**src/hdl/axil_pkg.sv**
```systemverilog
package axil_pkg;

   // default bus widths, overridden through the top level parameters
   localparam int axil_data_width = 32;
   localparam int axil_addr_width = 16;

   // only okay and decode error are ever produced
   typedef enum logic [1:0] {
      resp_okay   = 2'd0,
      resp_decerr = 2'd3
   } axil_resp_t;

   // one bank covers 4 KiB of byte address
   localparam int bank_addr_width = 12;

   // address map
   // upper bits above bank_addr_width equal to 0 select bank0
   // upper bits equal to 1 select bank1
   // every other address is answered with resp_decerr
   localparam logic [axil_addr_width-1:0] bank0_base = 16'h0000;
   localparam logic [axil_addr_width-1:0] bank1_base = 16'h1000;

endpackage

```
**src/hdl/axil_if.sv**
```systemverilog
`timescale 1ns/1ps

interface axil_if #(
   parameter int DATA_WIDTH = axil_pkg::axil_data_width,
   parameter int ADDR_WIDTH = axil_pkg::axil_addr_width
);
   import axil_pkg::*;

   // write address
   logic [ADDR_WIDTH-1:0]   awaddr;
   logic [2:0]              awprot;
   logic                    awvalid;
   logic                    awready;
   // write data
   logic [DATA_WIDTH-1:0]   wdata;
   logic [DATA_WIDTH/8-1:0] wstrb;
   logic                    wvalid;
   logic                    wready;
   // write response
   axil_resp_t              bresp;
   logic                    bvalid;
   logic                    bready;
   // read address
   logic [ADDR_WIDTH-1:0]   araddr;
   logic [2:0]              arprot;
   logic                    arvalid;
   logic                    arready;
   // read data
   logic [DATA_WIDTH-1:0]   rdata;
   axil_resp_t              rresp;
   logic                    rvalid;
   logic                    rready;

   modport master (
      output awaddr, awprot, awvalid, wdata, wstrb, wvalid, bready,
      output araddr, arprot, arvalid, rready,
      input  awready, wready, bresp, bvalid, arready, rdata, rresp, rvalid
   );

   modport slave (
      input  awaddr, awprot, awvalid, wdata, wstrb, wvalid, bready,
      input  araddr, arprot, arvalid, rready,
      output awready, wready, bresp, bvalid, arready, rdata, rresp, rvalid
   );

endinterface

```
**src/hdl/axil_host_bridge.sv**
```systemverilog
`timescale 1ns/1ps

module axil_host_bridge #(
   parameter int DATA_WIDTH = axil_pkg::axil_data_width,
   parameter int ADDR_WIDTH = axil_pkg::axil_addr_width
) (
   input  logic                    clk,
   input  logic                    rst,
   input  logic                    req_valid,
   input  logic                    req_write,
   input  logic [ADDR_WIDTH-1:0]   req_addr,
   input  logic [DATA_WIDTH-1:0]   req_wdata,
   input  logic [DATA_WIDTH/8-1:0] req_wstrb,
   output logic                    rsp_valid,
   output logic [DATA_WIDTH-1:0]   rsp_rdata,
   output axil_pkg::axil_resp_t    rsp_resp,
   output logic                    busy,
   axil_if.master                  m
);
   import axil_pkg::*;

   localparam logic [1:0] st_idle = 2'd0;
   localparam logic [1:0] st_addr = 2'd1;
   localparam logic [1:0] st_resp = 2'd2;

   logic [1:0] state;
   logic       aw_left;
   logic       w_left;
   logic       ar_left;
   logic       resp_hs;

   // responses are never stalled
   assign m.bready = 1'b1;
   assign m.rready = 1'b1;
   assign m.awprot = 3'b000;
   assign m.arprot = 3'b000;

   // valids still waiting for their handshake after this edge
   assign aw_left = m.awvalid && !m.awready;
   assign w_left  = m.wvalid && !m.wready;
   assign ar_left = m.arvalid && !m.arready;
   assign resp_hs = (m.bvalid && m.bready) || (m.rvalid && m.rready);

   // busy covers the response cycle too
   assign busy = (state != st_idle) || rsp_valid;

   always_ff @(posedge clk) begin
      if (rst) begin
         state     <= st_idle;
         m.awvalid <= 1'b0;
         m.wvalid  <= 1'b0;
         m.arvalid <= 1'b0;
         rsp_valid <= 1'b0;
      end else begin
         rsp_valid <= 1'b0;
         case (state)
            st_idle: begin
               if (req_valid) begin
                  state     <= st_addr;
                  m.awvalid <= req_write;
                  m.wvalid  <= req_write;
                  m.arvalid <= !req_write;
               end
            end
            st_addr: begin
               // each valid drops at its own handshake
               if (m.awready) begin
                  m.awvalid <= 1'b0;
               end
               if (m.wready) begin
                  m.wvalid <= 1'b0;
               end
               if (m.arready) begin
                  m.arvalid <= 1'b0;
               end
               if (!aw_left && !w_left && !ar_left) begin
                  state <= st_resp;
               end
            end
            default: begin
            end
         endcase
         // a bank can answer in the same cycle as the address handshake
         if (state != st_idle && resp_hs) begin
            state     <= st_idle;
            rsp_valid <= 1'b1;
         end
      end
   end

   // request fields held stable while the valids are up
   always_ff @(posedge clk) begin
      if (state == st_idle && req_valid) begin
         m.awaddr <= req_addr;
         m.araddr <= req_addr;
         m.wdata  <= req_wdata;
         m.wstrb  <= req_wstrb;
      end
      if (state != st_idle && resp_hs) begin
         rsp_rdata <= m.rvalid ? m.rdata : '0;
         rsp_resp  <= m.rvalid ? m.rresp : m.bresp;
      end
   end

   // host has no back-pressure, so one request at a time
   a_no_req_while_busy: assert property (@(posedge clk) disable iff (rst)
      busy |-> !req_valid);

endmodule

```
**src/flat_wrapper.sv**
```systemverilog
// flat-port wrapper written by rule: the top's interface ports become plain ports
module axil_host_bridge_flat import axil_pkg::*;
#(
   parameter int DATA_WIDTH = axil_pkg::axil_data_width,
   parameter int ADDR_WIDTH = axil_pkg::axil_addr_width
)
  (clk, rst, req_valid, req_write, req_addr, req_wdata, req_wstrb, rsp_valid, rsp_rdata, rsp_resp, busy, m_awaddr, m_awprot, m_awvalid, m_wdata, m_wstrb, m_wvalid, m_bready, m_araddr, m_arprot, m_arvalid, m_rready, m_awready, m_wready, m_bresp, m_bvalid, m_arready, m_rdata, m_rresp, m_rvalid);
  axil_if #(.DATA_WIDTH(DATA_WIDTH), .ADDR_WIDTH(ADDR_WIDTH)) m_i ();
  input  logic clk;
  input  logic rst;
  input  logic req_valid;
  input  logic req_write;
  input  logic [ADDR_WIDTH-1:0] req_addr;
  input  logic [DATA_WIDTH-1:0] req_wdata;
  input  logic [DATA_WIDTH/8-1:0] req_wstrb;
  output logic rsp_valid;
  output logic [DATA_WIDTH-1:0] rsp_rdata;
  output axil_pkg::axil_resp_t rsp_resp;
  output logic busy;
  output wire logic [$bits(m_i.awaddr)-1:0] m_awaddr;
  output wire logic [$bits(m_i.awprot)-1:0] m_awprot;
  output wire logic [$bits(m_i.awvalid)-1:0] m_awvalid;
  output wire logic [$bits(m_i.wdata)-1:0] m_wdata;
  output wire logic [$bits(m_i.wstrb)-1:0] m_wstrb;
  output wire logic [$bits(m_i.wvalid)-1:0] m_wvalid;
  output wire logic [$bits(m_i.bready)-1:0] m_bready;
  output wire logic [$bits(m_i.araddr)-1:0] m_araddr;
  output wire logic [$bits(m_i.arprot)-1:0] m_arprot;
  output wire logic [$bits(m_i.arvalid)-1:0] m_arvalid;
  output wire logic [$bits(m_i.rready)-1:0] m_rready;
  input wire logic [$bits(m_i.awready)-1:0] m_awready;
  input wire logic [$bits(m_i.wready)-1:0] m_wready;
  input wire logic [$bits(m_i.bresp)-1:0] m_bresp;
  input wire logic [$bits(m_i.bvalid)-1:0] m_bvalid;
  input wire logic [$bits(m_i.arready)-1:0] m_arready;
  input wire logic [$bits(m_i.rdata)-1:0] m_rdata;
  input wire logic [$bits(m_i.rresp)-1:0] m_rresp;
  input wire logic [$bits(m_i.rvalid)-1:0] m_rvalid;
  assign m_awaddr = m_i.awaddr;
  assign m_awprot = m_i.awprot;
  assign m_awvalid = m_i.awvalid;
  assign m_wdata = m_i.wdata;
  assign m_wstrb = m_i.wstrb;
  assign m_wvalid = m_i.wvalid;
  assign m_bready = m_i.bready;
  assign m_araddr = m_i.araddr;
  assign m_arprot = m_i.arprot;
  assign m_arvalid = m_i.arvalid;
  assign m_rready = m_i.rready;
  assign m_i.awready = m_awready;
  assign m_i.wready = m_wready;
  assign m_i.bresp = m_bresp;
  assign m_i.bvalid = m_bvalid;
  assign m_i.arready = m_arready;
  assign m_i.rdata = m_rdata;
  assign m_i.rresp = m_rresp;
  assign m_i.rvalid = m_rvalid;
  axil_host_bridge #(.DATA_WIDTH(DATA_WIDTH), .ADDR_WIDTH(ADDR_WIDTH)) u_core (.clk(clk), .rst(rst), .req_valid(req_valid), .req_write(req_write), .req_addr(req_addr), .req_wdata(req_wdata), .req_wstrb(req_wstrb), .rsp_valid(rsp_valid), .rsp_rdata(rsp_rdata), .rsp_resp(rsp_resp), .busy(busy), .m(m_i));
endmodule
```
**config.mk**
```make
export PLATFORM = sky130hd
export DESIGN_NAME = axil_host_bridge_flat
export DESIGN_NICKNAME = d
export VERILOG_FILES = /design/src/hdl/axil_pkg.sv /design/src/hdl/axil_if.sv /design/src/hdl/axil_host_bridge.sv /design/src/flat_wrapper.sv
export SDC_FILE = /design/constraint.sdc
export NUM_CORES = 1
export LEC_CHECK = 0
export BUFFER_PORTS_ARGS = -buffer_cell sky130_fd_sc_hd__buf_2
export CAP_MARGIN = 20
export CORE_MARGIN = 10
export CORE_UTILIZATION = 40
export CTS_BUF_LIST = sky130_fd_sc_hd__clkbuf_4 sky130_fd_sc_hd__clkbuf_8
export DETAILED_ROUTE_END_ITERATION = 10
export PLACE_DENSITY = 0.86
export SETUP_SLACK_MARGIN = 0.2
export SLEW_MARGIN = 20
export SYNTH_ARGS = -nofsm -noshare
export SYNTH_HDL_FRONTEND = slang
export SYNTH_SLANG_ARGS = --single-unit
```
**constraint.sdc**
```tcl
create_clock -name clk -period 3.85 [get_ports clk]
set_clock_uncertainty 0.2 [all_clocks]
set_input_delay 1.155 -clock clk [delete_from_list [all_inputs] [get_ports clk]]
set_output_delay 1.155 -clock clk [all_outputs]
set_load 0.01 [all_outputs]
```
==> results of run 1 <==
## Yosys cell counts
library cell   n  area [sq um]
a31oi_1        2          12.5
a21oi_1        3          15.0
clkbuf_1       3          11.3
mux2_2         2          22.5
conb_1         2          7.51
nor2_1         4          15.0
buf_4         24           180
buf_6          3          33.8
and2_1        32           200
o21a_1         1          7.51
a2111oi_4      1          27.5
o21ai_0        3          15.0
nor3b_2        1          12.5
nor2b_4        1          13.8
or3_1          1          6.26
inv_1          3          11.3
nand4_1        1          6.26
a211oi_2       1          12.5
nor2b_1        4          25.0
nor4b_2        1          15.0
nand2_1        2          7.51
dfxtp_1        6           120
edfxtp_1      86          2580
nor3_1         2          10.0
## sequential cells by signal, summed over array words and instances, names as in the netlist
signal            cells
u_core.rsp_resp       2
u_core.m.wdata       32
u_core.state          2
u_core.m.awaddr      16
u_core.m.awvalid      1
u_core.rsp_valid      1
u_core.rsp_rdata     32
u_core.m.wstrb        4
u_core.m.wvalid       1
u_core.m.arvalid      1
## worst paths after layout
kind,cells after the start,slack (ns),to,start
worst max-delay path,2,1.18,busy,u_core.state[1]
worst min-delay path,2,0.31,u_core.m.arvalid,u_core.m.arvalid
worst max register to register,2,1.87,u_core.rsp_rdata[0],u_core.state[0]
worst min register to register,2,0.31,u_core.m.arvalid,u_core.m.arvalid
## layer usage
metal | vias up | global-route usage (%) | wire length [um]
met2 | 152 | 21.3 | 4160
li1 | 1032 | - | -
met3 | 9 | 8.11 | 1300
met1 | 986 | 13.4 | 3160
met5 | - | 0 | 0
met4 | 0 | 4.37 | 93
## report_power, final
| group | switching, uW | internal, uW | total (uW) |
|---|---|---|---|
| Clock | 329 | 305 | 633 |
| Sequential | 20.9 | 1170 | 1190 |
| Combinational | 129 | 99.2 | 228 |
| Total | 479 | 1570 | 2050 |
## logic make-up (layout without fill, tap and decap cells)
group,count (synthesis),count (layout)
flip-flops,92,92
AND/OR/NAND/NOR,49,49
buffers and inverters,33,224
AO/OA/AOI/OAI,11,11
other,2,8
multiplexers,2,2
## through the flow
stage | instance area [sq um] | std cells | worst slack [ns]
2_1_floorplan | 3400 | 195 | 0.460
3_3_place_gp | 4340 | 475 | 1.20
3_5_place_dp | 4340 | 475 | 1.17
4_1_cts | 4540 | 491 | 1.16
5_1_grt | 4540 | 491 | 1.11
6_report | 4540 | 491 | 1.18
## layout by cell type (no fill, tap or decap), drive strengths merged
| master | count |
|---|---|
| mux2 | 2 |
| conb | 8 |
| nor2b | 5 |
| bufinv | 1 |
| or3 | 1 |
| buf | 205 |
| inv | 5 |
| o21ai | 3 |
| and2 | 32 |
| nor4b | 1 |
| o21a | 1 |
| nand4 | 1 |
| nor3 | 2 |
| a2111oi | 1 |
| a31oi | 2 |
| dfxtp | 6 |
| nor2 | 4 |
| nor3b | 1 |
| a21oi | 3 |
| clkbuf | 9 |
| nand2 | 2 |
| edfxtp | 86 |
| a211oi | 1 |
| clkinv | 4 |
## area by class of cell
class	instances	area (sq um)	share of cell area [%]
clock inverters	7	75.1	1.65
repair buffers	205	1030	22.7
flip-flops and latches	92	2700	59.5
inverters	3	11.3	0.248
multi-input cells	70	468	10.3
well taps	105	131	2.89
clock buffers	9	124	2.73
## worst max-delay path, cell delays in order (launching register included)
cell and delay, ns:
dfxtp_1 0.42, or3_1 0.41, buf_2 0.15
==> flow_summary_export.csv, run 1 <==
group,metric,value,unit
global_route,grt_max_degree,54,
routing,vias,2179,
floorplan,start_util,41.0,%
cts,cts_tree,"built",
critical_path,startpoint_type,"flop",
global_route,grt-ovfl-total,0,
cts,cts_sinks,92,
cts,numCtsBuffers,9,
job,drv_cap,0,
synth,syn_area,3370,sq um
finish,fillers,718,
pwr,leakagePower,0.00197,uW
sta,rsz0062_at_grt,"false",
sta,slew_viol_final,0,
place,dp_hpwl,7.16,mm
sta,relSlewSlack,40.6,%
global_route,antenna_found_initial,0,
critical_path,worstPathRequired,2.49,ns
hold_path,holdCritPathClass,"reg -> reg",
synth,muxShareOfSynthArea,0.668,%
cts,ctsHoldBuffers,0,
synth,synth.distinct_cells,24,
floorplan,die_y,112,um
sta,post-route-period-util,69.4,%
critical_path,crit_type,"reg -> out",
finish,drive_above_1_share,58.8,%
pwr,total_power,2050,uW
cts,clk_pin_slew,0.08,ns
pwr,ir_worst_vdd,0.000198,V
global_route,first_global_vias,2355,
finish,n_antenna_cell,0,
routing,via_per_inst,4.44,
cts,htreeDepth,3,
finish,area.growth.synth_to_final,34.8,%
sta,period_needed,2.67,ns
cts,insertion_delay,0.34,ns
synth,synth_fa_ha_area_share,0,%
synth,ys_seq_area_share,80.2,%
routing,wl_per_cell,17.7,um
run_status,outcome,"complete, no violations",
sta,max_freq,0.374,GHz
floorplan,row_count,33,
sta,hold-worst-slack,0.306,ns
place,io_buffers,203,
cts,cts_buffer_depth,2,
floorplan,coreArea,8220,sq um
synth,yosys.area_share.simple,9.24,%
sta,setup_viol,0,
routing,totalWireLength,8.71,mm
critical_path,worstPathMaxFanout,9,
cts,cts.repair.resized,0,
floorplan,die_w,112,um
cts,clockRootBuffer,"clkbuf_8",
sta,worstMarginPinSlew,0.888,ns
synth,yosysWarnings,0,
routing,drc,0,
cts,post_cts_buffers,0,
routing,ant_nets,0,
synth,syn_avg_cell_area,17.8,sq um
synth,synth-compound-area-share,2.67,%
critical_path,endpoint_kind,"output pin",
floorplan,die-area,12500,sq um
synth,synth_top_family_by_area,"simple AND/OR/NAND/NOR gates",
floorplan,ios,212,
synth,yosys_register_bits,92,
finish,nets,478,
pwr,power_density,451,nW/um^2
synth,synthCells,189,
global_route,grt_pass1_wl,12.9,mm
sta,setup_tns,0,ns
global_route,grt_util_all_layers,13.0,%
critical_path,crit_arrival,1.32,ns
routing,dr.pass1.iters,6,
place,gp_congestion,0.747,
finish,final_util,55.3,%
sta,hold_viol,0,
routing,drtIter0Drc,130,
synth,synth-xor-area-share,0,%
Note: power is estimated with default switching activity, not from simulation.
==> inputs of run 2 (changes only) <==
CORE_UTILIZATION = 44   (was 40)
PLACE_DENSITY = 0.89   (was 0.86)
clock period = 2.5 ns   (was 3.85 ns; I/O delays follow)
==> flow_summary_export.csv, run 2 (same netlist as run 1, synthesis figures left out) <==
group,metric,value,unit
floorplan,row_count,31,
cts,cts_sinks,92,
finish,area.growth.synth_to_final,34.4,%
cts,cts_buffer_depth,2,
finish,drive_above_1_share,59.8,%
routing,drc,0,
critical_path,cp-startpoint,"u_core.state[1]",
critical_path,crit_arrival,1.23,ns
routing,vias,2215,
cts,numCtsBuffers,9,
global_route,first_global_vias,2330,
routing,dr.pass1.iters,4,
finish,reg_top3,"u_core.m.wdata: 32 flops, u_core.rsp_rdata: 32 flops, u_core.m.awaddr: 16 flops",
sta,rsz0062_at_grt,"false",
floorplan,die_w,108,um
cts,insertion_delay,0.33,ns
pwr,leakagePower,0.00196,uW
sta,hold_viol,0,
critical_path,crit_type,"reg -> out",
routing,totalWireLength,9.12,mm
cts,post_cts_buffers,0,
run_status,outcome,"complete, no violations",
sta,max_freq,0.459,GHz
place,dp_hpwl,7.63,mm
place,gp_congestion,0.810,
sta,worstMarginPinSlew,0.906,ns
cts,htreeDepth,3,
sta,hold-worst-slack,0.324,ns
floorplan,coreArea,7370,sq um
sta,relSlewSlack,39.4,%
critical_path,worstPathRequired,1.55,ns
cts,cts_tree,"built",
floorplan,die-area,11600,sq um
global_route,grt_pass1_wl,13.0,mm
floorplan,die_y,108,um
critical_path,worstPathMaxFanout,9,
cts,cts.repair.resized,0,
finish,nets,478,
sta,period_needed,2.18,ns
critical_path,startpoint_type,"flop",
pwr,power_density,674,nW/um^2
global_route,grt-ovfl-total,0,
finish,final_cell_mix,"buf_2, edfxtp_1, and2_1",
sta,post-route-period-util,87.1,%
routing,drtIter0Drc,47,
pwr,ir_worst_vdd,0.000318,V
hold_path,holdCritPathClass,"reg -> reg",
finish,final_common_cell,"buf_2",
routing,via_per_inst,4.56,
finish,fin_cells,486,
critical_path,reg2reg_slack,0.66,ns
cts,clockRootBuffer,"clkbuf_8",
global_route,grt_util_all_layers,14.8,%
cts,clk_pin_slew,0.08,ns
routing,ant_nets,0,
critical_path,rr_worst_depth,2,
floorplan,ios,212,
hold_path,hp-start,"u_core.m.awvalid",
place,io_buffers,203,
cts,ctsHoldBuffers,0,
critical_path,crit_end,"busy",
critical_path,endpoint_kind,"output pin",
routing,wl_per_cell,18.8,um
global_route,antenna_found_initial,1,
sta,setup_viol,0,
job,drv_cap,0,
critical_path,r2r-end,"u_core.rsp_rdata[23]",
place,dp_cells,469,
floorplan,start_util,45.7,%
critical_path,r2r-start,"u_core.state[1]",
sta,slew_viol_final,0,
global_route,grt_max_degree,54,
==> run 2: cell types whose count changed in the layout (fill, tap and decap cells not counted) <==
cell / before / now
buf_12: 0 / 1
buf_4: 2 / 1
bufinv_16: 1 / 0
clkbuf_4: 0 / 2
clkinv_1: 2 / 0
clkinv_2: 0 / 1
clkinv_4: 2 / 0
clkinvlp_4: 0 / 3
dfxtp_1: 6 / 4
dfxtp_2: 0 / 2
diode_2: 0 / 1
inv_8: 1 / 0
==> run 2: worst min path at each step <==
stage | endpoint | depth (start not counted) | slack [ns]
final | u_core.m.awvalid | 2 | 0.32
after global routing | u_core.m.arvalid | 2 | 0.35
after CTS | u_core.m.arvalid | 2 | 0.32
after detailed placement | u_core.m.arvalid | 2 | 0.31
after global placement | u_core.m.awvalid | 2 | 0.29
after floorplan | u_core.m.arvalid | 2 | 0.31
==> run 2: worst max-delay path, stage by stage, from the launching register on <==
cell	delay, ns
dfxtp_2	0.38
or3_1	0.36
buf_2	0.14
==> run 2: layout make-up <==
| cell class | count | area [sq um] |
|---|---|---|
| antenna | 1 | 2.50 |
| tap | 99 | 124 |
| sequential | 92 | 2710 |
| clock buffer | 11 | 139 |
| timing repair buffer | 205 | 1040 |
| multi-input combinational | 70 | 468 |
| fill | 589 | 2840 |
| clock inverter | 5 | 36.3 |
| inverter | 3 | 11.3 |
==> run 2: power breakdown <==
part | internal, uW | total, uW | switching (uW) | leakage (uW)
Combinational | 156 | 359 | 203 | 0.00100
Sequential | 1800 | 1830 | 32.2 | 0.000870
Clock | 385 | 865 | 479 | 0.0000828
Total | 2340 | 3050 | 714 | 0.00196
==> run 2: metrics by stage <==
stage	setup WS (ns)	TNS [ns]	area [sq um]	util [%]	power (uW)
final	0.322	0	4530	61.5	3050
after global routing	0.257	0	4530	61.5	3200
after global placement	0.247	0	4350	59.0	2220
after floorplan	-0.258	-13.61	3410	-	2050
after CTS	0.246	0	4520	61.4	3090
after detailed placement	0.199	0	4350	59.0	2230
==> run 2: layer usage <==
layer	routed length, um	share of wire [%]	up-vias	global-route usage, %
met5	0	0	-	0
met2	4760	52	148	27.2
li1	-	-	1029	-
met4	114	1.3	0	5.06
met3	1230	14	9	7.72
met1	3010	33	1029	13.7
==> inputs of run 3 (changes only) <==
BUFFER_PORTS_ARGS = -buffer_cell sky130_fd_sc_hd__buf_4   (was -buffer_cell sky130_fd_sc_hd__buf_2)
SLEW_MARGIN = not set   (was 20)
==> flow_summary_export.csv, run 3 (same netlist as run 1, synthesis figures left out) <==
group,metric,value,unit
routing,drtIter0Drc,52,
floorplan,coreArea,7370,sq um
critical_path,critical_path.top_delay_family,"flip-flops",
floorplan,ios,212,
global_route,use_met3,9.40,%
finish,fin_cells,486,
global_route,grt_max_degree,54,
finish,reg_top3,"u_core.m.wdata: 32 flops, u_core.rsp_rdata: 32 flops, u_core.m.awaddr: 16 flops",
place,io_buffers,203,
critical_path,path_cells,"or3_1, buf_4",
pwr,swShare,22.5,%
critical_path,cpPeakStageDelay,0.39,ns
routing,dr.pass1.iters,5,
finish,area.growth.synth_to_final,51.5,%
critical_path,worstPathRequired,1.55,ns
routing,drc,0,
critical_path,crit_arrival,1.26,ns
critical_path,worstPathMaxFanout,9,
sta,post-route-period-util,88.6,%
cts,insertion_delay,0.34,ns
sta,setup_tns,0,ns
routing,vias,2210,
finish,final_common_cell,"buf_4",
finish,final_cell_mix,"buf_4, edfxtp_1, and2_1",
finish,nets,479,
global_route,grt_util_all_layers,15.7,%
job,drv_cap,0,
floorplan,row_count,31,
cts,cts_tree,"built",
cts,post_cts_buffers,0,
sta,setup_viol,0,
cts,clockRootBuffer,"clkbuf_8",
sta,hold_viol,0,
critical_path,critPathBufInv,1,
finish,drive_above_1_share,59.9,%
global_route,grt-ovfl-total,0,
global_route,grtUsageMet1,14.2,%
run_status,outcome,"complete, no violations",
floorplan,die_w,108,um
cts,numCtsBuffers,9,
pwr,intPower,2630,uW
finish,final_util,69.3,%
pwr,ir_worst_vdd,0.000365,V
routing,ant_nets,0,
critical_path,startpoint_type,"flop",
pwr,p_sw,763,uW
place,pre_cts_ws,0.595,ns
global_route,antenna_found_initial,0,
critical_path,endpoint_kind,"output pin",
critical_path,cp_slowest_cell,"dfxtp_2",
routing,totalWireLength,9.53,mm
global_route,first_global_vias,2330,
sta,period_needed,2.21,ns
pwr,power_density,665,nW/um^2
sta,max_freq,0.452,GHz
global_route,use_met2,28.1,%
pwr,comb_power_share,13.7,%
pwr,power.share.clock,32.4,%
floorplan,die-area,11600,sq um
sta,slew_viol_final,0,
global_route,grt-busiest-layer,"met2",
place,dp_cells,470,
floorplan,die_y,108,um
routing,via_per_inst,4.55,
critical_path,crit_type,"reg -> out",
pwr,power_frac_seq,54.0,%
cts,cts_buffer_depth,2,
place,dp_hpwl,7.89,mm
cts,htreeDepth,3,
sta,rsz0062_at_grt,"false",
place,gp_congestion,0.826,
cts,cts_sinks,92,
finish,n_antenna_cell,0,
cts,ctsHoldBuffers,0,
routing,wl_per_cell,19.6,um
sta,setup_slack,0.286,ns
hold_path,holdCritPathClass,"reg -> reg",
cts,clk_pin_slew,0.09,ns
floorplan,start_util,45.7,%
global_route,grt_pass1_wl,13.6,mm
pwr,leakagePower,0.00217,uW
[run 3: cell types whose count changed in the layout (fill, tap and decap cells not counted), moves of 2 or more]
cell and change:
clkinvlp_4 -3, clkbuf_4 -2, bufinv_16 +2, inv_6 +2, buf_2 -203, buf_4 +203
[run 3: power groups by stage]
stage	sequential [uW]	clock (uW)	combinational (uW)
2_1_floorplan	1910	0	137
3_3_place_gp	1870	0	459
3_5_place_dp	1870	0	472
4_1_cts	1830	1130	472
5_1_grt	1840	1200	501
6_report	1830	1100	464
[run 3: repair_timing]
| item | 4_1_cts | 5_1_grt |
|---|---|---|
| gates resized for setup | 0 | 2 |
| hold endpoints to repair | 0 | 0 |
| endpoints found under the setup margin | 0 | 1 |
[run 3: final cells by class]
type | count | area (sq um)
Multi-Input combinational cell | 70 | 468
Clock buffer | 9 | 124
Fill cell | 517 | 2260
Tap cell | 99 | 124
Inverter | 3 | 11.3
Sequential cell | 92 | 2710
Clock inverter | 7 | 103
Timing Repair Buffer | 206 | 1570
[run 3: stage by stage]
stage	power, uW	hold WS [ns]	instance area, sq um
after global placement	2320	0.296	4880
after CTS	3430	0.315	5100
after floorplan	2050	0.309	3410
after global routing	3550	0.343	5110
final	3400	0.316	5110
after detailed placement	2340	0.299	4880
[run 3: tightest hold or removal path, cell delays in order (launching register included)]
cell and delay [ns]:
dfxtp_1 0.34, o21ai_0 0.08, a21oi_1 0.06
[run 3: final timing paths]
kind	slack [ns]	end	from	cells past startpoint
worst max-delay path	0.29	busy	u_core.state[1]	2
worst min-delay path	0.32	u_core.m.arvalid	u_core.m.arvalid	2
worst max register to register	1.06	u_core.m.wdata[15]	u_core.state[1]	2
worst min register to register	0.32	u_core.m.arvalid	u_core.m.arvalid	2
[run 3: routing by layer]
layer  routed length, um  vias up
li1                    -     1028
met2                4840      156
met3                1350       16
met5                   0        -
met4                 247        0
met1                3090     1010
