$ cat src/hdl/axil_pkg.sv
package axil_pkg;

   // default bus widths, overridden through the top level parameters
   localparam int axil_data_width = 32;
   localparam int axil_addr_width = 16;

   // only okay and decode error are ever produced
   typedef enum logic [1:0] {
      resp_okay   = 2'd0,
      resp_decerr = 2'd3
   } axil_resp_t;

   // one bank covers 4 KiB of byte address
   localparam int bank_addr_width = 12;

   // address map
   // upper bits above bank_addr_width equal to 0 select bank0
   // upper bits equal to 1 select bank1
   // every other address is answered with resp_decerr
   localparam logic [axil_addr_width-1:0] bank0_base = 16'h0000;
   localparam logic [axil_addr_width-1:0] bank1_base = 16'h1000;

endpackage

$ cat src/hdl/axil_if.sv
`timescale 1ns/1ps

interface axil_if #(
   parameter int DATA_WIDTH = axil_pkg::axil_data_width,
   parameter int ADDR_WIDTH = axil_pkg::axil_addr_width
);
   import axil_pkg::*;

   // write address
   logic [ADDR_WIDTH-1:0]   awaddr;
   logic [2:0]              awprot;
   logic                    awvalid;
   logic                    awready;
   // write data
   logic [DATA_WIDTH-1:0]   wdata;
   logic [DATA_WIDTH/8-1:0] wstrb;
   logic                    wvalid;
   logic                    wready;
   // write response
   axil_resp_t              bresp;
   logic                    bvalid;
   logic                    bready;
   // read address
   logic [ADDR_WIDTH-1:0]   araddr;
   logic [2:0]              arprot;
   logic                    arvalid;
   logic                    arready;
   // read data
   logic [DATA_WIDTH-1:0]   rdata;
   axil_resp_t              rresp;
   logic                    rvalid;
   logic                    rready;

   modport master (
      output awaddr, awprot, awvalid, wdata, wstrb, wvalid, bready,
      output araddr, arprot, arvalid, rready,
      input  awready, wready, bresp, bvalid, arready, rdata, rresp, rvalid
   );

   modport slave (
      input  awaddr, awprot, awvalid, wdata, wstrb, wvalid, bready,
      input  araddr, arprot, arvalid, rready,
      output awready, wready, bresp, bvalid, arready, rdata, rresp, rvalid
   );

endinterface

$ cat src/hdl/axil_addr_decode.sv
`timescale 1ns/1ps

module axil_addr_decode #(
   parameter int ADDR_WIDTH      = axil_pkg::axil_addr_width,
   parameter int BANK_ADDR_WIDTH = axil_pkg::bank_addr_width
) (
   input  logic   clk,
   input  logic   rst,
   axil_if.slave  s,
   axil_if.master m0,
   axil_if.master m1
);
   import axil_pkg::*;

   localparam logic [1:0] route_bk0 = 2'd0;
   localparam logic [1:0] route_bk1 = 2'd1;
   localparam logic [1:0] route_err = 2'd2;

   logic [1:0] aw_route;
   logic [1:0] ar_route;
   logic [1:0] b_route;
   logic [1:0] r_route;
   logic [1:0] w_route_q;
   logic [1:0] r_route_q;
   logic       err_wr_acc;
   logic       err_rd_acc;
   logic       err_bvalid;
   logic       err_rvalid;

   // compare the page above the bank offset with the map
   function automatic logic [1:0] decode(input logic [ADDR_WIDTH-1:0] addr);
      logic [ADDR_WIDTH-1:0] page;
      page = addr >> BANK_ADDR_WIDTH;
      if (page == (ADDR_WIDTH'(bank0_base) >> BANK_ADDR_WIDTH)) begin
         return route_bk0;
      end
      if (page == (ADDR_WIDTH'(bank1_base) >> BANK_ADDR_WIDTH)) begin
         return route_bk1;
      end
      return route_err;
   endfunction

   assign aw_route = decode(s.awaddr);
   assign ar_route = decode(s.araddr);

   // banks answer together with ready, before the route is registered
   assign b_route = s.awvalid ? aw_route : w_route_q;
   assign r_route = s.arvalid ? ar_route : r_route_q;

   // bank0 request side
   assign m0.awaddr  = s.awaddr;
   assign m0.awprot  = s.awprot;
   assign m0.awvalid = s.awvalid && (aw_route == route_bk0);
   assign m0.wdata   = s.wdata;
   assign m0.wstrb   = s.wstrb;
   assign m0.wvalid  = s.wvalid && (aw_route == route_bk0);
   assign m0.bready  = s.bready && (b_route == route_bk0);
   assign m0.araddr  = s.araddr;
   assign m0.arprot  = s.arprot;
   assign m0.arvalid = s.arvalid && (ar_route == route_bk0);
   assign m0.rready  = s.rready && (r_route == route_bk0);

   // bank1 request side
   assign m1.awaddr  = s.awaddr;
   assign m1.awprot  = s.awprot;
   assign m1.awvalid = s.awvalid && (aw_route == route_bk1);
   assign m1.wdata   = s.wdata;
   assign m1.wstrb   = s.wstrb;
   assign m1.wvalid  = s.wvalid && (aw_route == route_bk1);
   assign m1.bready  = s.bready && (b_route == route_bk1);
   assign m1.araddr  = s.araddr;
   assign m1.arprot  = s.arprot;
   assign m1.arvalid = s.arvalid && (ar_route == route_bk1);
   assign m1.rready  = s.rready && (r_route == route_bk1);

   // unmapped aw and w are taken together
   assign err_wr_acc = (aw_route == route_err) && s.awvalid && s.wvalid && !err_bvalid;
   assign err_rd_acc = (ar_route == route_err) && s.arvalid && !err_rvalid;

   always_comb begin
      case (aw_route)
         route_bk0: {s.awready, s.wready} = {m0.awready, m0.wready};
         route_bk1: {s.awready, s.wready} = {m1.awready, m1.wready};
         default:   {s.awready, s.wready} = {err_wr_acc, err_wr_acc};
      endcase
      case (b_route)
         route_bk0: {s.bvalid, s.bresp} = {m0.bvalid, m0.bresp};
         route_bk1: {s.bvalid, s.bresp} = {m1.bvalid, m1.bresp};
         default:   {s.bvalid, s.bresp} = {err_bvalid, resp_decerr};
      endcase
      case (ar_route)
         route_bk0: s.arready = m0.arready;
         route_bk1: s.arready = m1.arready;
         default:   s.arready = err_rd_acc;
      endcase
      case (r_route)
         route_bk0: {s.rvalid, s.rresp, s.rdata} = {m0.rvalid, m0.rresp, m0.rdata};
         route_bk1: {s.rvalid, s.rresp, s.rdata} = {m1.rvalid, m1.rresp, m1.rdata};
         default:   {s.rvalid, s.rresp, s.rdata} = {err_rvalid, resp_decerr, {$bits(s.rdata){1'b0}}};
      endcase
   end

   always_ff @(posedge clk) begin
      if (rst) begin
         w_route_q  <= route_bk0;
         r_route_q  <= route_bk0;
         err_bvalid <= 1'b0;
         err_rvalid <= 1'b0;
      end else begin
         if (s.awvalid && s.awready) begin
            w_route_q <= aw_route;
         end
         if (s.arvalid && s.arready) begin
            r_route_q <= ar_route;
         end
         // decode error answered one cycle after acceptance
         if (err_wr_acc) begin
            err_bvalid <= 1'b1;
         end else if (s.bready && b_route == route_err) begin
            err_bvalid <= 1'b0;
         end
         if (err_rd_acc) begin
            err_rvalid <= 1'b1;
         end else if (s.rready && r_route == route_err) begin
            err_rvalid <= 1'b0;
         end
      end
   end

   // a bank only answers on the route picked for it
   a_bk0_routed: assert property (@(posedge clk) disable iff (rst)
      !((m0.bvalid && b_route != route_bk0) || (m0.rvalid && r_route != route_bk0)));
   a_bk1_routed: assert property (@(posedge clk) disable iff (rst)
      !((m1.bvalid && b_route != route_bk1) || (m1.rvalid && r_route != route_bk1)));

endmodule

$ cat src/flat_wrapper.sv
// flat-port wrapper written by rule: the top's interface ports become plain ports
module axil_addr_decode_flat import axil_pkg::*;
#(
   parameter int ADDR_WIDTH      = axil_pkg::axil_addr_width,
   parameter int BANK_ADDR_WIDTH = axil_pkg::bank_addr_width
)
  (clk, rst, s_awaddr, s_awprot, s_awvalid, s_wdata, s_wstrb, s_wvalid, s_bready, s_araddr, s_arprot, s_arvalid, s_rready, s_awready, s_wready, s_bresp, s_bvalid, s_arready, s_rdata, s_rresp, s_rvalid, m0_awaddr, m0_awprot, m0_awvalid, m0_wdata, m0_wstrb, m0_wvalid, m0_bready, m0_araddr, m0_arprot, m0_arvalid, m0_rready, m0_awready, m0_wready, m0_bresp, m0_bvalid, m0_arready, m0_rdata, m0_rresp, m0_rvalid, m1_awaddr, m1_awprot, m1_awvalid, m1_wdata, m1_wstrb, m1_wvalid, m1_bready, m1_araddr, m1_arprot, m1_arvalid, m1_rready, m1_awready, m1_wready, m1_bresp, m1_bvalid, m1_arready, m1_rdata, m1_rresp, m1_rvalid);
  axil_if #(.ADDR_WIDTH(ADDR_WIDTH)) s_i ();
  axil_if #(.ADDR_WIDTH(ADDR_WIDTH)) m0_i ();
  axil_if #(.ADDR_WIDTH(ADDR_WIDTH)) m1_i ();
  input  logic clk;
  input  logic rst;
  input wire logic [$bits(s_i.awaddr)-1:0] s_awaddr;
  input wire logic [$bits(s_i.awprot)-1:0] s_awprot;
  input wire logic [$bits(s_i.awvalid)-1:0] s_awvalid;
  input wire logic [$bits(s_i.wdata)-1:0] s_wdata;
  input wire logic [$bits(s_i.wstrb)-1:0] s_wstrb;
  input wire logic [$bits(s_i.wvalid)-1:0] s_wvalid;
  input wire logic [$bits(s_i.bready)-1:0] s_bready;
  input wire logic [$bits(s_i.araddr)-1:0] s_araddr;
  input wire logic [$bits(s_i.arprot)-1:0] s_arprot;
  input wire logic [$bits(s_i.arvalid)-1:0] s_arvalid;
  input wire logic [$bits(s_i.rready)-1:0] s_rready;
  output wire logic [$bits(s_i.awready)-1:0] s_awready;
  output wire logic [$bits(s_i.wready)-1:0] s_wready;
  output wire logic [$bits(s_i.bresp)-1:0] s_bresp;
  output wire logic [$bits(s_i.bvalid)-1:0] s_bvalid;
  output wire logic [$bits(s_i.arready)-1:0] s_arready;
  output wire logic [$bits(s_i.rdata)-1:0] s_rdata;
  output wire logic [$bits(s_i.rresp)-1:0] s_rresp;
  output wire logic [$bits(s_i.rvalid)-1:0] s_rvalid;
  output wire logic [$bits(m0_i.awaddr)-1:0] m0_awaddr;
  output wire logic [$bits(m0_i.awprot)-1:0] m0_awprot;
  output wire logic [$bits(m0_i.awvalid)-1:0] m0_awvalid;
  output wire logic [$bits(m0_i.wdata)-1:0] m0_wdata;
  output wire logic [$bits(m0_i.wstrb)-1:0] m0_wstrb;
  output wire logic [$bits(m0_i.wvalid)-1:0] m0_wvalid;
  output wire logic [$bits(m0_i.bready)-1:0] m0_bready;
  output wire logic [$bits(m0_i.araddr)-1:0] m0_araddr;
  output wire logic [$bits(m0_i.arprot)-1:0] m0_arprot;
  output wire logic [$bits(m0_i.arvalid)-1:0] m0_arvalid;
  output wire logic [$bits(m0_i.rready)-1:0] m0_rready;
  input wire logic [$bits(m0_i.awready)-1:0] m0_awready;
  input wire logic [$bits(m0_i.wready)-1:0] m0_wready;
  input wire logic [$bits(m0_i.bresp)-1:0] m0_bresp;
  input wire logic [$bits(m0_i.bvalid)-1:0] m0_bvalid;
  input wire logic [$bits(m0_i.arready)-1:0] m0_arready;
  input wire logic [$bits(m0_i.rdata)-1:0] m0_rdata;
  input wire logic [$bits(m0_i.rresp)-1:0] m0_rresp;
  input wire logic [$bits(m0_i.rvalid)-1:0] m0_rvalid;
  output wire logic [$bits(m1_i.awaddr)-1:0] m1_awaddr;
  output wire logic [$bits(m1_i.awprot)-1:0] m1_awprot;
  output wire logic [$bits(m1_i.awvalid)-1:0] m1_awvalid;
  output wire logic [$bits(m1_i.wdata)-1:0] m1_wdata;
  output wire logic [$bits(m1_i.wstrb)-1:0] m1_wstrb;
  output wire logic [$bits(m1_i.wvalid)-1:0] m1_wvalid;
  output wire logic [$bits(m1_i.bready)-1:0] m1_bready;
  output wire logic [$bits(m1_i.araddr)-1:0] m1_araddr;
  output wire logic [$bits(m1_i.arprot)-1:0] m1_arprot;
  output wire logic [$bits(m1_i.arvalid)-1:0] m1_arvalid;
  output wire logic [$bits(m1_i.rready)-1:0] m1_rready;
  input wire logic [$bits(m1_i.awready)-1:0] m1_awready;
  input wire logic [$bits(m1_i.wready)-1:0] m1_wready;
  input wire logic [$bits(m1_i.bresp)-1:0] m1_bresp;
  input wire logic [$bits(m1_i.bvalid)-1:0] m1_bvalid;
  input wire logic [$bits(m1_i.arready)-1:0] m1_arready;
  input wire logic [$bits(m1_i.rdata)-1:0] m1_rdata;
  input wire logic [$bits(m1_i.rresp)-1:0] m1_rresp;
  input wire logic [$bits(m1_i.rvalid)-1:0] m1_rvalid;
  assign s_i.awaddr = s_awaddr;
  assign s_i.awprot = s_awprot;
  assign s_i.awvalid = s_awvalid;
  assign s_i.wdata = s_wdata;
  assign s_i.wstrb = s_wstrb;
  assign s_i.wvalid = s_wvalid;
  assign s_i.bready = s_bready;
  assign s_i.araddr = s_araddr;
  assign s_i.arprot = s_arprot;
  assign s_i.arvalid = s_arvalid;
  assign s_i.rready = s_rready;
  assign s_awready = s_i.awready;
  assign s_wready = s_i.wready;
  assign s_bresp = s_i.bresp;
  assign s_bvalid = s_i.bvalid;
  assign s_arready = s_i.arready;
  assign s_rdata = s_i.rdata;
  assign s_rresp = s_i.rresp;
  assign s_rvalid = s_i.rvalid;
  assign m0_awaddr = m0_i.awaddr;
  assign m0_awprot = m0_i.awprot;
  assign m0_awvalid = m0_i.awvalid;
  assign m0_wdata = m0_i.wdata;
  assign m0_wstrb = m0_i.wstrb;
  assign m0_wvalid = m0_i.wvalid;
  assign m0_bready = m0_i.bready;
  assign m0_araddr = m0_i.araddr;
  assign m0_arprot = m0_i.arprot;
  assign m0_arvalid = m0_i.arvalid;
  assign m0_rready = m0_i.rready;
  assign m0_i.awready = m0_awready;
  assign m0_i.wready = m0_wready;
  assign m0_i.bresp = m0_bresp;
  assign m0_i.bvalid = m0_bvalid;
  assign m0_i.arready = m0_arready;
  assign m0_i.rdata = m0_rdata;
  assign m0_i.rresp = m0_rresp;
  assign m0_i.rvalid = m0_rvalid;
  assign m1_awaddr = m1_i.awaddr;
  assign m1_awprot = m1_i.awprot;
  assign m1_awvalid = m1_i.awvalid;
  assign m1_wdata = m1_i.wdata;
  assign m1_wstrb = m1_i.wstrb;
  assign m1_wvalid = m1_i.wvalid;
  assign m1_bready = m1_i.bready;
  assign m1_araddr = m1_i.araddr;
  assign m1_arprot = m1_i.arprot;
  assign m1_arvalid = m1_i.arvalid;
  assign m1_rready = m1_i.rready;
  assign m1_i.awready = m1_awready;
  assign m1_i.wready = m1_wready;
  assign m1_i.bresp = m1_bresp;
  assign m1_i.bvalid = m1_bvalid;
  assign m1_i.arready = m1_arready;
  assign m1_i.rdata = m1_rdata;
  assign m1_i.rresp = m1_rresp;
  assign m1_i.rvalid = m1_rvalid;
  axil_addr_decode #(.ADDR_WIDTH(ADDR_WIDTH), .BANK_ADDR_WIDTH(BANK_ADDR_WIDTH)) u_core (.clk(clk), .rst(rst), .s(s_i), .m0(m0_i), .m1(m1_i));
endmodule
$ cat config.mk
export PLATFORM = sky130hd
export DESIGN_NAME = axil_addr_decode_flat
export DESIGN_NICKNAME = d
export VERILOG_FILES = /design/src/hdl/axil_pkg.sv /design/src/hdl/axil_if.sv /design/src/hdl/axil_addr_decode.sv /design/src/flat_wrapper.sv
export SDC_FILE = /design/constraint.sdc
export NUM_CORES = 1
export LEC_CHECK = 0
export BUFFER_PORTS_ARGS = -buffer_cell sky130_fd_sc_hd__buf_4
export CAP_MARGIN = 20
export CORE_AREA = 4 4 139 141
export CTS_CLUSTER_SIZE = 20
export DETAILED_ROUTE_END_ITERATION = 6
export DIE_AREA = 0 0 143 145
export PLACE_DENSITY = 0.43
export SLEW_MARGIN = 20
export SYNTH_ARGS = -nofsm -noshare
export SYNTH_HDL_FRONTEND = slang
export SYNTH_SLANG_ARGS = --single-unit
$ cat constraint.sdc
create_clock -name clk -period 1.8 [get_ports clk]
set_clock_uncertainty 0.15 [all_clocks]
set_input_delay 0.27 -clock clk [delete_from_list [all_inputs] [get_ports clk]]
set_output_delay 0.27 -clock clk [all_outputs]
set_load 0.005 [all_outputs]
==> results.txt, run 1 <==
- Result of the run: complete, but fails checks
* Library cell used as clock root buffer: clkbuf_16
- The repair_antennas step left the layout with diodes totalling 0.
* Drc violations: 0
- Most common library cell in the layout ignoring fill and taps: buf_4
- The worst hold path begins at rst.
* Largest delay contributor family on the critical path: buffers and inverters
* Routed WL per cell: 18.8 um
- In the layout the commonest cells are buf_4, nand3_1, a22oi_1.
- Worst hold path class: input pin to flip-flop
- Layout cells sized above 1: 61.6%
* Worst path slowest cell: nor4b_4
- TritonCTS built the clock tree.
- The detailed router finished its first iteration with 77 violations.
* Max Cap Violations: 0
* Crit-path max FO: 5
- For this configuration, the core starts out at a cell density of 15.2%.
- Mapped Nets: 564
- Required time at the worst-slack endpoint: 1.38 ns
- The number of global-route vias before repair was 3443.
- Measured along the x axis, the die boundary spans 143 um.
- Crit. path cell count: 9
- Setup total negative slack: -5.54 ns
- For this design the top-level I/O count stands at 362.
- Failing checks: negative setup slack
- The critical path in this run is classified as input pin to output pin.
* IR drop worst, VDD: 406 uV
- Relative slew slack: 69.6%
- Core Box Area: 18000 um^2
* Via count: 3086
* CTS H-tree depth: 1
- Clock tree sinks: 6
* Measured slew at the worst slew-check pin: 0.456 ns
- Each instance of the synthesized netlist takes up on average 6.81 um^2.
- Post-route antenna net violation count: 0
- The die covers 20700 um^2.
- CTS hold repair buffers: 0
- For this run, the detailed router's first-pass iteration total came to 4.
- For this run, the number of Yosys warnings is 0.
- Total count of max-transition violations in the final report: 0
* Clock insertion delay at the later pin of the skew report: 0.22 ns
* CP startpoint: s_araddr[14]
- The sequential cells in the finished layout cover a total of 121 um^2.
- After detailed routing, the number of vias per cell comes to 4.63.
- Maximum number of buffers from clock root to sink: 2
- Largest net degree at the start of global routing: 39
- Cell count of the worst reg-to-reg path: 4
- Post-route clock period utilization: 111%
- Clock edge transition at the registers on the reported setup and hold paths: 0.03 ns
- Global routing used 11.2% of the available tracks across all layers.
- Counting both buffers and inverters, the worst setup path holds a total of 6.
- P_leak: 1.62 nW
- DP Wirelength: 9900 um
- Final Total Pwr: 1.34 mW
- Routed wire length: 12500 um
- Port buffering added 163 buffers.
- GPL Wtd Cong: 0.837
* Hold depth: 2
* Summed instance area of the synthesized netlist: 2730 um^2
- The smallest clock period supported by the final layout is computed as 2.00 ns.
* Crit end category: output pin
* First-pass GRT wire length: 18600 um
- On the final layout, the worst hold slack is 0.118 ns.
- Final layout net count: 603
- Final setup viols: 37
- Setup repair after global routing could not meet its margin everywhere.
- Final worst setup slack: -0.199 ns
- Instance count of the mapped netlist: 401
* Number of antenna violations at the first check in global routing: 0
- Pre-CTS setup slack: -0.427 ns
- The worst register-to-register path begins at u_core.r_route_q[0]$_SDFFE_PP0P_.
- Crit path cell chain: buf_8 > buf_6 > nor4b_4 > buf_4 > buf_6 > buf_8 > nand3_2 > a31oi_1 > buf_4
* Sum of overflow across all layers after global routing: 0
* Number of failing hold endpoints at the final stage: 0
* Die extent in y: 145 um
- Layout area overhead: 44.3%
- Post-synthesis register bit count: 6
- Synthesis instantiated 38 different standard cells from the library.
* Sequential cell area fraction in the yosys report: 4.40%
* Power density of the placed cells: 340 nW/um^2
- Area taken by multi-input logic gates: 1630 um^2
- Highest clock frequency the design can meet: 500 MHz
- For this run, the slowest stage of the critical path takes 0.25 ns.
- The initialized floorplan defines 49 standard-cell rows.
- For the worst setup path, the data arrival time is 1.58 ns.
* Final-layout fill cell count: 2032
- Cts bufs inserted: 3
- Launching element type of the critical path: input pin
-- sequential cells by signal, summed over array words and instances, names as in the netlist --
signal / flops
u_core.err_bvalid: 1
u_core.r_route_q: 2
u_core.w_route_q: 2
u_core.err_rvalid: 1
-- cell usage after synthesis (all sizes together) --
| cell | n | area share (%) |
|---|---|---|
| or2 | 1 | 0.23 |
| a2111oi | 1 | 0.32 |
| and3 | 2 | 0.46 |
| a311oi | 1 | 0.32 |
| o32a | 1 | 0.37 |
| a211oi | 1 | 0.27 |
| nor2b | 5 | 1.1 |
| nand3 | 66 | 12 |
| nand2 | 6 | 0.82 |
| nand3b | 1 | 0.27 |
| clkbuf | 13 | 1.8 |
| o311ai | 2 | 0.64 |
| nor3 | 5 | 0.92 |
| a22oi | 32 | 8.8 |
| or3 | 3 | 0.69 |
| o211ai | 8 | 2.2 |
| a21oi | 5 | 0.92 |
| or4b | 3 | 1.2 |
| a41oi | 1 | 0.32 |
| a32oi | 1 | 0.32 |
| buf | 164 | 44 |
| inv | 6 | 0.82 |
| mux2i | 6 | 2.2 |
| o21ai | 7 | 1.3 |
| dfxtp | 6 | 4.4 |
| nand2b | 5 | 1.1 |
| nor3b | 1 | 0.27 |
| o32ai | 1 | 0.32 |
| o2111a | 1 | 0.41 |
| nor4b | 3 | 1.7 |
| nor2 | 10 | 1.4 |
| a31oi | 33 | 7.6 |
-- timing repair --
action / 4_1_cts / 5_1_grt
buffers inserted: 5 / 1
cloned: 4 / 0
endpoints found under the setup margin: 41 / 42
pin swaps: 58 / 14
gates resized for setup: 71 / 19
hold endpoints to repair: 0 / 0
-- path summary, 6_finish.rpt --
check | endpoint | slack (ns)
worst max register to register | u_core.err_rvalid$_SDFFE_PP0P_ | 0.44
worst min register to register | u_core.err_bvalid$_SDFFE_PP0P_ | 0.40
worst min-delay path | u_core.r_route_q[1]$_SDFFE_PP0P_ | 0.12
worst max-delay path | s_rdata[26] | -0.20
-- layout make-up --
cell class / instances / share of cell area, %
multi-input combinational: 212 / 41.4
tap: 229 / 7.27
sequential: 6 / 3.08
timing repair buffer: 211 / 45.8
clock buffer: 3 / 1.90
inverter: 6 / 0.571
-- power breakdown --
part / switching, mW / total, mW / internal [mW]
Combinational: 0.373 / 0.833 / 0.460
Clock: 0.0684 / 0.353 / 0.284
Sequential: 0.0108 / 0.153 / 0.142
Total: 0.453 / 1.34 / 0.886
-- per-stage QoR --
step	cell area, um^2	cells	util, %
floorplan	2730	401	-
global placement	3350	656	18.7
detailed placement	3350	656	18.7
CTS	3860	668	21.5
global route	3940	667	21.9
finish	3940	667	21.9
-- metal layers --
metal | vias up | wire (um) | global-route usage (%)
met1 | 1446 | 4010 | 10.4
met5 | - | 0 | 0
met4 | 0 | 816 | 7.08
met3 | 80 | 1310 | 3.72
li1 | 1386 | - | -
met2 | 174 | 6400 | 20.7
-- cells by family after synthesis --
| group | after synthesis | synth area share, % |
|---|---|---|
| mux | 6 | 2.20 |
| buf+inv | 183 | 47.0 |
| simple gates | 111 | 22.4 |
| flops | 6 | 4.40 |
| compound gates | 95 | 24.0 |
(Power assumes the default switching activity.)
==> run 2, diff against run 1 <==
--- a/config.mk
+++ b/config.mk
@@ -7,11 +7,12 @@
 export LEC_CHECK = 0
 export BUFFER_PORTS_ARGS = -buffer_cell sky130_fd_sc_hd__buf_4
 export CAP_MARGIN = 20
-export CORE_AREA = 4 4 139 141
+export CORE_AREA = 4 4 138 140
 export CTS_CLUSTER_SIZE = 20
 export DETAILED_ROUTE_END_ITERATION = 6
-export DIE_AREA = 0 0 143 145
+export DIE_AREA = 0 0 142 144
 export PLACE_DENSITY = 0.43
+export RECOVER_POWER = 25
 export SLEW_MARGIN = 20
 export SYNTH_ARGS = -nofsm -noshare
 export SYNTH_HDL_FRONTEND = slang
==> run 2 against run 1 <==
Effect of this change:
- setup slack worse by 0.041 ns
- largest cell class unchanged
- the flow still finishes with violations (negative setup slack)
- via count is 0.49% lower
- register-to-register slack better by 0.04 ns
- die area is 1.4% lower
==> results.txt, run 2 (synthesis results as in run 1) <==
- The slack of the critical path was -0.239 ns (-0.0409 ns).
* Measured slew at the worst slew-check pin: 0.605 ns (+0.149 ns)
- Clock tree synthesis selected as its root buffer the cell clkbuf_16.
- Endpoint arrival time on the critical path: 1.62 ns (+0.04 ns)
- The detailed-placement wirelength estimate is 10000 um (+1.1%).
* Crit-path max FO: 5 (unchanged)
- The total number of placement rows came to 49 (unchanged).
* Highest-count cells in the layout ignoring fill and taps: buf_4, nand3_1, a22oi_1, a31oi_1, buf_6
- The power per cell area was 342 nW/um^2 (+0.59%).
* Combinational share of power: 62.1% (about the same)
- The slowest stage of the critical path is the or4b_4 cell.
- The minimum clock period after layout came to 2.04 ns (+0.0409 ns).
- The internal portion of total power came to 0.881 mW (-0.57%).
* Layout area overhead: 43.0%
* Total count of max-transition violations in the final report: 0 (unchanged)
- The sum of overflow across all layers after global routing was 0 (unchanged).
- The number of iterations in the first detailed-routing pass is 6 (+2).
- The critical path goes through buf_12 > or4b_4 > buf_12 > clkbuf_16 > nand3_1 > a31oi_1 > buf_4.
* Instance count after placement with tap cells included: 653 (-0.46%)
* Registers with the most flip-flops: u_core.r_route_q x2, u_core.w_route_q x2
* CTS H-tree depth: 1 (unchanged)
- The worst setup path is captured at an output pin.
* Clock power share: 26.6% (+0.2 points)
* Number of failing hold endpoints at the final stage: 0 (unchanged)
- The total power of the final layout is 1.33 mW (-0.36%).
- The number of remaining DRC errors was 0 (unchanged).
- Core Box Area: 17800 um^2 (-0.68%)
- Vias per cell: 4.58 (-0.93%)
- Buffers and inverters on the worst path: 4 (-2)
- Final-layout fill cell count: 2014 (-0.89%)
- The overall via count from detail_route came to 3071 (-0.49%).
- Final layout net count: 606 (+0.50%)
- The relative slew slack is 59.6% (-10 points).
* P_leak: 1.68 nW (+3.7%)
* Largest delay contributor family on the critical path: simple AND/OR/NAND/NOR gates
- The deepest clock path buffer count was 2 (unchanged).
- The worst setup path is launched from an input pin.
* Failing checks: negative setup slack
- The maximum number of pins on one net before global-route repair is 37 (-5.1%).
* TritonCTS clock tree: yes
- The final instance count without filler cells is 670 (+0.45%).
- Initial standard-cell utilization of the core: 15.3% (+0.10 points)
* Crit path kind: input pin to output pin
- The count of input and output buffers came to 163 (unchanged).
- Setup repair after global routing could not meet its margin everywhere.
- Cell type with the highest occurrence count on the critical path: buf_12
* Clock edge transition at the registers on the reported setup and hold paths: 0.04 ns (about the same)
- Highest clock frequency the design can meet: 490 MHz (-2.0%)
- The total wirelength of the detailed-routed design came to 13800 um (+10%).
- The number of buffers inserted by hold repair at cts came to 0 (unchanged).
* Number of antenna violations at the first check in global routing: 0 (unchanged)
- Final setup viols: 37 (unchanged)
- The relative contribution of sequential cells to total power is 11.3% (about the same).
- The die span in y is 144 um (-0.69%).
- I/O Pins: 362 (unchanged)
- Routed WL per cell: 20.6 um (+9.6%)
- Clock insertion delay at the later pin of the skew report: 0.22 ns (about the same)
* Die Span X: 142 um (-0.70%)
* Layout cells sized above 1: 57.8% (-3.8 points)
* Result of the run: complete, but fails checks
* First-pass GRT wire length: 18100 um (-2.4%)
* ANT cells: 0 (unchanged)
- The post-route clock period utilization came to 113% (+2.3 points).
- The switching power summed over all nets came to 0.453 mW (about the same).
- Max Cap Violations: 0 (unchanged)
- GPL Wtd Cong: 0.808 (-3.5%)
* IR drop worst, VDD: 311 uV (-24%)
* Clock tree sinks: 6 (unchanged)
- Vias in the first global route: 2994 (-13%)
- Post-route antenna net violation count: 0 (unchanged)
* Switching part of the total power: 33.9% (+0.14 points)
- Stage delay of the slowest cell on the critical path: 0.58 ns (+0.33 ns)
- Leaving out fill and tap cells, the most frequent cell in the layout is buf_4.
- The worst endpoint required time was 1.38 ns (about the same).
* Worst hold path class: input pin to flip-flop
- The number of DRC markers in iteration 0 was 89 (+16%).
- The global routing usage summed across all routing layers is 11.5% (+0.30 points).
* Cts bufs inserted: 3 (unchanged)
- Floorplan die area: 20400 um^2 (-1.4%)
run 2: cell type report:
cell class	instances	area, um^2	share of cell area [%]
clock buffer	3	75.1	1.92
sequential	6	121	3.11
tap	229	287	7.34
multi-input combinational	213	1550	39.6
timing repair buffer	213	1850	47.5
inverter	6	22.5	0.577
run 2: final timing paths:
path | start | depth (start not counted) | slack [ns] | to
max | s_araddr[15] | 7 | -0.24 | s_rdata[18]
min | rst | 2 | 0.12 | u_core.r_route_q[1]$_SDFFE_PP0P_
max reg2reg | u_core.r_route_q[0]$_SDFFE_PP0P_ | 5 | 0.48 | u_core.err_rvalid$_SDFFE_PP0P_
min reg2reg | u_core.err_bvalid$_SDFFE_PP0P_ | 2 | 0.39 | u_core.err_bvalid$_SDFFE_PP0P_
run 2: stage by stage:
| stage | util (%) | worst slack, ns | hold WS (ns) | setup TNS, ns | cell area, um^2 |
|---|---|---|---|---|---|
| 3_3_place_gp | 18.7 | -0.355 | 0.346 | -12.18 | 3330 |
| 2_1_floorplan | - | 0.0408 | 0.189 | 0 | 2730 |
| 6_report | 21.9 | -0.239 | 0.120 | -7.32 | 3910 |
| 3_5_place_dp | 18.7 | -0.380 | 0.350 | -12.94 | 3330 |
| 5_1_grt | 21.9 | -0.280 | 0.125 | -8.84 | 3910 |
| 4_1_cts | 20.9 | -0.225 | 0.117 | -7.23 | 3720 |
run 2: power by group through the flow:
stage / sequential [mW] / clock (mW) / combinational [mW]
3_3_place_gp: 0.151 / 0 / 0.718
3_5_place_dp: 0.151 / 0 / 0.728
2_1_floorplan: 0.149 / 0 / 0.507
5_1_grt: 0.152 / 0.368 / 0.898
6_report: 0.151 / 0.355 / 0.828
4_1_cts: 0.150 / 0.358 / 0.812
run 2: metal layers:
metal	part of all wire, %	track usage (%)	vias to the layer above
met5	0	0	-
met1	34	11.7	1435
met3	9.7	3.51	60
li1	-	-	1390
met4	4.5	5.35	0
met2	52	21.5	186
run 2: what timing repair did:
action,in CTS,in global routing
cloned,4,3
pin swaps,10,18
endpoints found under the setup margin,44,43
resized for setup,47,20
buffers inserted,5,4
==> run 3, diff against run 2 <==
--- a/config.mk
+++ b/config.mk
@@ -13,6 +13,7 @@
 export DIE_AREA = 0 0 142 144
 export PLACE_DENSITY = 0.43
 export RECOVER_POWER = 25
+export SKIP_LAST_GASP = 1
 export SLEW_MARGIN = 20
 export SYNTH_ARGS = -nofsm -noshare
 export SYNTH_HDL_FRONTEND = slang
==> run 3 against run 2 <==
Effect of this change:
- the flow still finishes with violations (negative setup slack)
- utilization up 0.25 points
- sequential power barely moved
- die area unchanged
- register-to-register slack about the same
- largest cell class unchanged
- highest routed layer unchanged
==> results.txt, run 3 (synthesis results as in run 1) <==
- The count of antenna diodes in the layout came to 0 (unchanged).
- Count of port buffers added during placement: 163 (unchanged)
- The wire length per cell is 20.6 um (about the same).
* Endpoint arrival time on the critical path: 1.62 ns (about the same)
* Highest-count cells in the layout ignoring fill and taps: buf_4, nand3_1, a22oi_1, a31oi_1, nand3_2
- The number of H-tree branching levels is 1 (unchanged).
* Area taken by multi-input logic gates: 1570 um^2 (+1.7%)
- Non-filler instance count after layout: 671 (+0.15%)
* Total count of max-transition violations in the final report: 0 (unchanged)
- Placed Area: 3330 um^2 (unchanged)
* Max Cap Violations: 0 (unchanged)
* Final hold slack: 0.118 ns (-0.00153 ns)
* Number of antenna violations at the first check in global routing: 0 (unchanged)
- The worst hold path belongs to the class input pin to flip-flop.
* Total routing usage reported by global routing: 11.5% (+0.014 points)
* Clock power share: 26.5% (about the same)
- Setup total negative slack: -7.30 ns (+0.0292 ns)
* DP Wirelength: 10000 um (unchanged)
- The met2 routing resource usage after global routing is 21.6% (+0.025 points).
- The top fanout value on the critical path was 5 (unchanged).
- The largest stage delay on the critical path is 0.58 ns (about the same).
- Die Span X: 142 um (unchanged)
- Detailed-routing iteration count for the pre-antenna-repair pass: 4 (-2)
- The total non-filler cell area in the finished layout came to 3950 um^2 (+1.2%).
- Cell type with the highest occurrence count on the critical path: buf_12
- The number of DRC markers in iteration 0 came to 124 (+39%).
* Crit end category: output pin
- The clock sink count came to 6 (unchanged).
* Final worst path period need: 2.04 ns (-0.00394 ns)
* Std-Cell Rows: 49 (unchanged)
- The total wirelength of the detailed-routed design came to 13800 um (about the same).
- The number of clock buffers inserted by TritonCTS came to 3 (unchanged).
* Result of the run: complete, but fails checks
- Walking the worst path, the cells encountered are buf_12 > or4b_4 > buf_12 > clkbuf_16 > nand3_1 > a31oi_1 > buf_4.
- Library cell used as clock root buffer: clkbuf_16
- Storage element area: 121 um^2 (unchanged)
- GPL Wtd Cong: 0.808 (unchanged)
* First-pass GRT wire length: 18100 um (about the same)
- Post-route antenna net violation count: 0 (unchanged)
- Broken down by cell family, the worst path's largest delay share belongs to simple AND/OR/NAND/NOR gates.
- The slew at the pin closest to its max-slew limit came to 0.578 ns (-0.0271 ns).
- The part of the power in combinational logic was 62.2% (about the same).
- Crit path kind: input pin to output pin
- Post-route clock period utilization: 113% (-0.22 points)
- Launching element type of the critical path: input pin
* Core Box Area: 17800 um^2 (unchanged)
- The floorplan die area was 20400 um^2 (unchanged).
- The maximum achievable frequency is 491 MHz (+0.19%).
- The overall via count from detail_route came to 3069 (-0.065%).
* Clock insertion delay at the later pin of the skew report: 0.22 ns (about the same)
* Clock edge transition at the registers on the reported setup and hold paths: 0.04 ns (about the same)
* Die extent in y: 144 um (unchanged)
- The power per cell area came to 339 nW/um^2 (-0.78%).
* Number of failing hold endpoints at the final stage: 0 (unchanged)
- Setup repair after global routing missed its margin: true
- The layout filler cell count was 2008 (-0.30%).
- Vias in the first global route: 2987 (-0.23%)
* Layout area overhead: 44.6%
- The number of primary I/O pins is 362 (unchanged).
* Buffers and inverters on the worst path: 4 (unchanged)
- The worst endpoint required time was 1.38 ns (about the same).
- After global routing, the most crowded layer is met2.
- The setup-violating endpoint count in the final report came to 37 (unchanged).
- The relative contribution of sequential cells to total power was 11.3% (about the same).
* Final Total Pwr: 1.34 mW (+0.36%)
- Instance count after placement with tap cells included: 653 (unchanged)
- The number of remaining DRC errors is 0 (unchanged).
- TritonCTS clock tree: yes
- The fraction of power spent switching nets is 33.8% (-0.12 points).
* IR drop worst, VDD: 311 uV (about the same)
- The relative slew slack came to 61.4% (+1.8 points).
- The maximum number of pins on one net before global-route repair was 37 (unchanged).
* Registers with the most flip-flops: u_core.r_route_q x2, u_core.w_route_q x2
* Initial standard-cell utilization of the core: 15.3% (unchanged)
- The slack of the critical path is -0.236 ns (+0.00393 ns).
* P_leak: 1.70 nW (+0.85%)
- The global routing met3 resource utilization is 3.51% (unchanged).
- Layout cells sized above 1: 58.8% (+1.0 points)
- The global-route met1 utilization is 11.7% (+0.020 points).
- Final layout net count: 607 (+0.17%)
* Failing checks: negative setup slack
* Switch Pwr: 0.453 mW (about the same)
- Sum of overflow across all layers after global routing: 0 (unchanged)
- The detail-routed via count per cell is 4.57 (-0.21%).
- Cell Int Power: 0.886 mW (+0.55%)
* Worst path slowest cell: or4b_4
* Maximum number of buffers from clock root to sink: 2 (unchanged)
* Most common library cell in the layout ignoring fill and taps: buf_4
## run 3: cell types whose count changed in the layout (fill, tap and decap cells not counted), sizes merged
cell	before	now
buf	210	211
## run 3: layout make-up
type                    instances  area share (%)
clock buffers                   3            1.90
multi-input cells             213            39.8
flip-flops and latches          6            3.07
repair buffers                214            47.4
inverters                       6           0.570
well taps                     229            7.25
## run 3: repair_timing
item                                    in CTS  in global routing
gates cloned                                 4                  3
hold buffers                                 0                  0
pin swaps                                   10                 25
setup buffers                                5                  4
endpoints found under the setup margin      44                 44
resized for setup                           42                 32
## run 3: worst register-to-register path, stage by stage (launching register included)
cell and delay [ns]:
dfxtp_2 0.35, nor2b_4 0.16, buf_4 0.12, buf_12 0.15, nor3_1 0.07, a311oi_1 0.24
## run 3: worst paths after layout
| path | cells past startpoint | from | slack [ns] | endpoint |
|---|---|---|---|---|
| min | 2 | rst | 0.12 | u_core.r_route_q[1]$_SDFFE_PP0P_ |
| max reg2reg | 5 | u_core.r_route_q[0]$_SDFFE_PP0P_ | 0.47 | u_core.err_rvalid$_SDFFE_PP0P_ |
| max | 7 | s_araddr[15] | -0.24 | s_rdata[18] |
| min reg2reg | 2 | u_core.err_bvalid$_SDFFE_PP0P_ | 0.39 | u_core.err_bvalid$_SDFFE_PP0P_ |
## run 3: stage by stage
step,utilization [%],setup slack (ns)
after global routing,22.1,-0.281
after CTS,20.7,-0.225
final,22.1,-0.236
after global placement,18.7,-0.355
after floorplan,-,0.0408
after detailed placement,18.7,-0.380
## run 3: power groups by stage
stage	Combinational [mW]	Clock (mW)	Sequential, mW
after global placement	0.718	0	0.151
after detailed placement	0.728	0	0.151
final	0.833	0.355	0.151
after floorplan	0.507	0	0.149
after CTS	0.808	0.358	0.150
after global routing	0.905	0.368	0.152
## run 3: layer usage
| layer | vias to the layer above | wire [um] |
|---|---|---|
| li1 | 1393 | - |
| met1 | 1442 | 4650 |
| met4 | 0 | 635 |
| met5 | - | 0 |
| met2 | 172 | 7140 |
| met3 | 62 | 1390 |
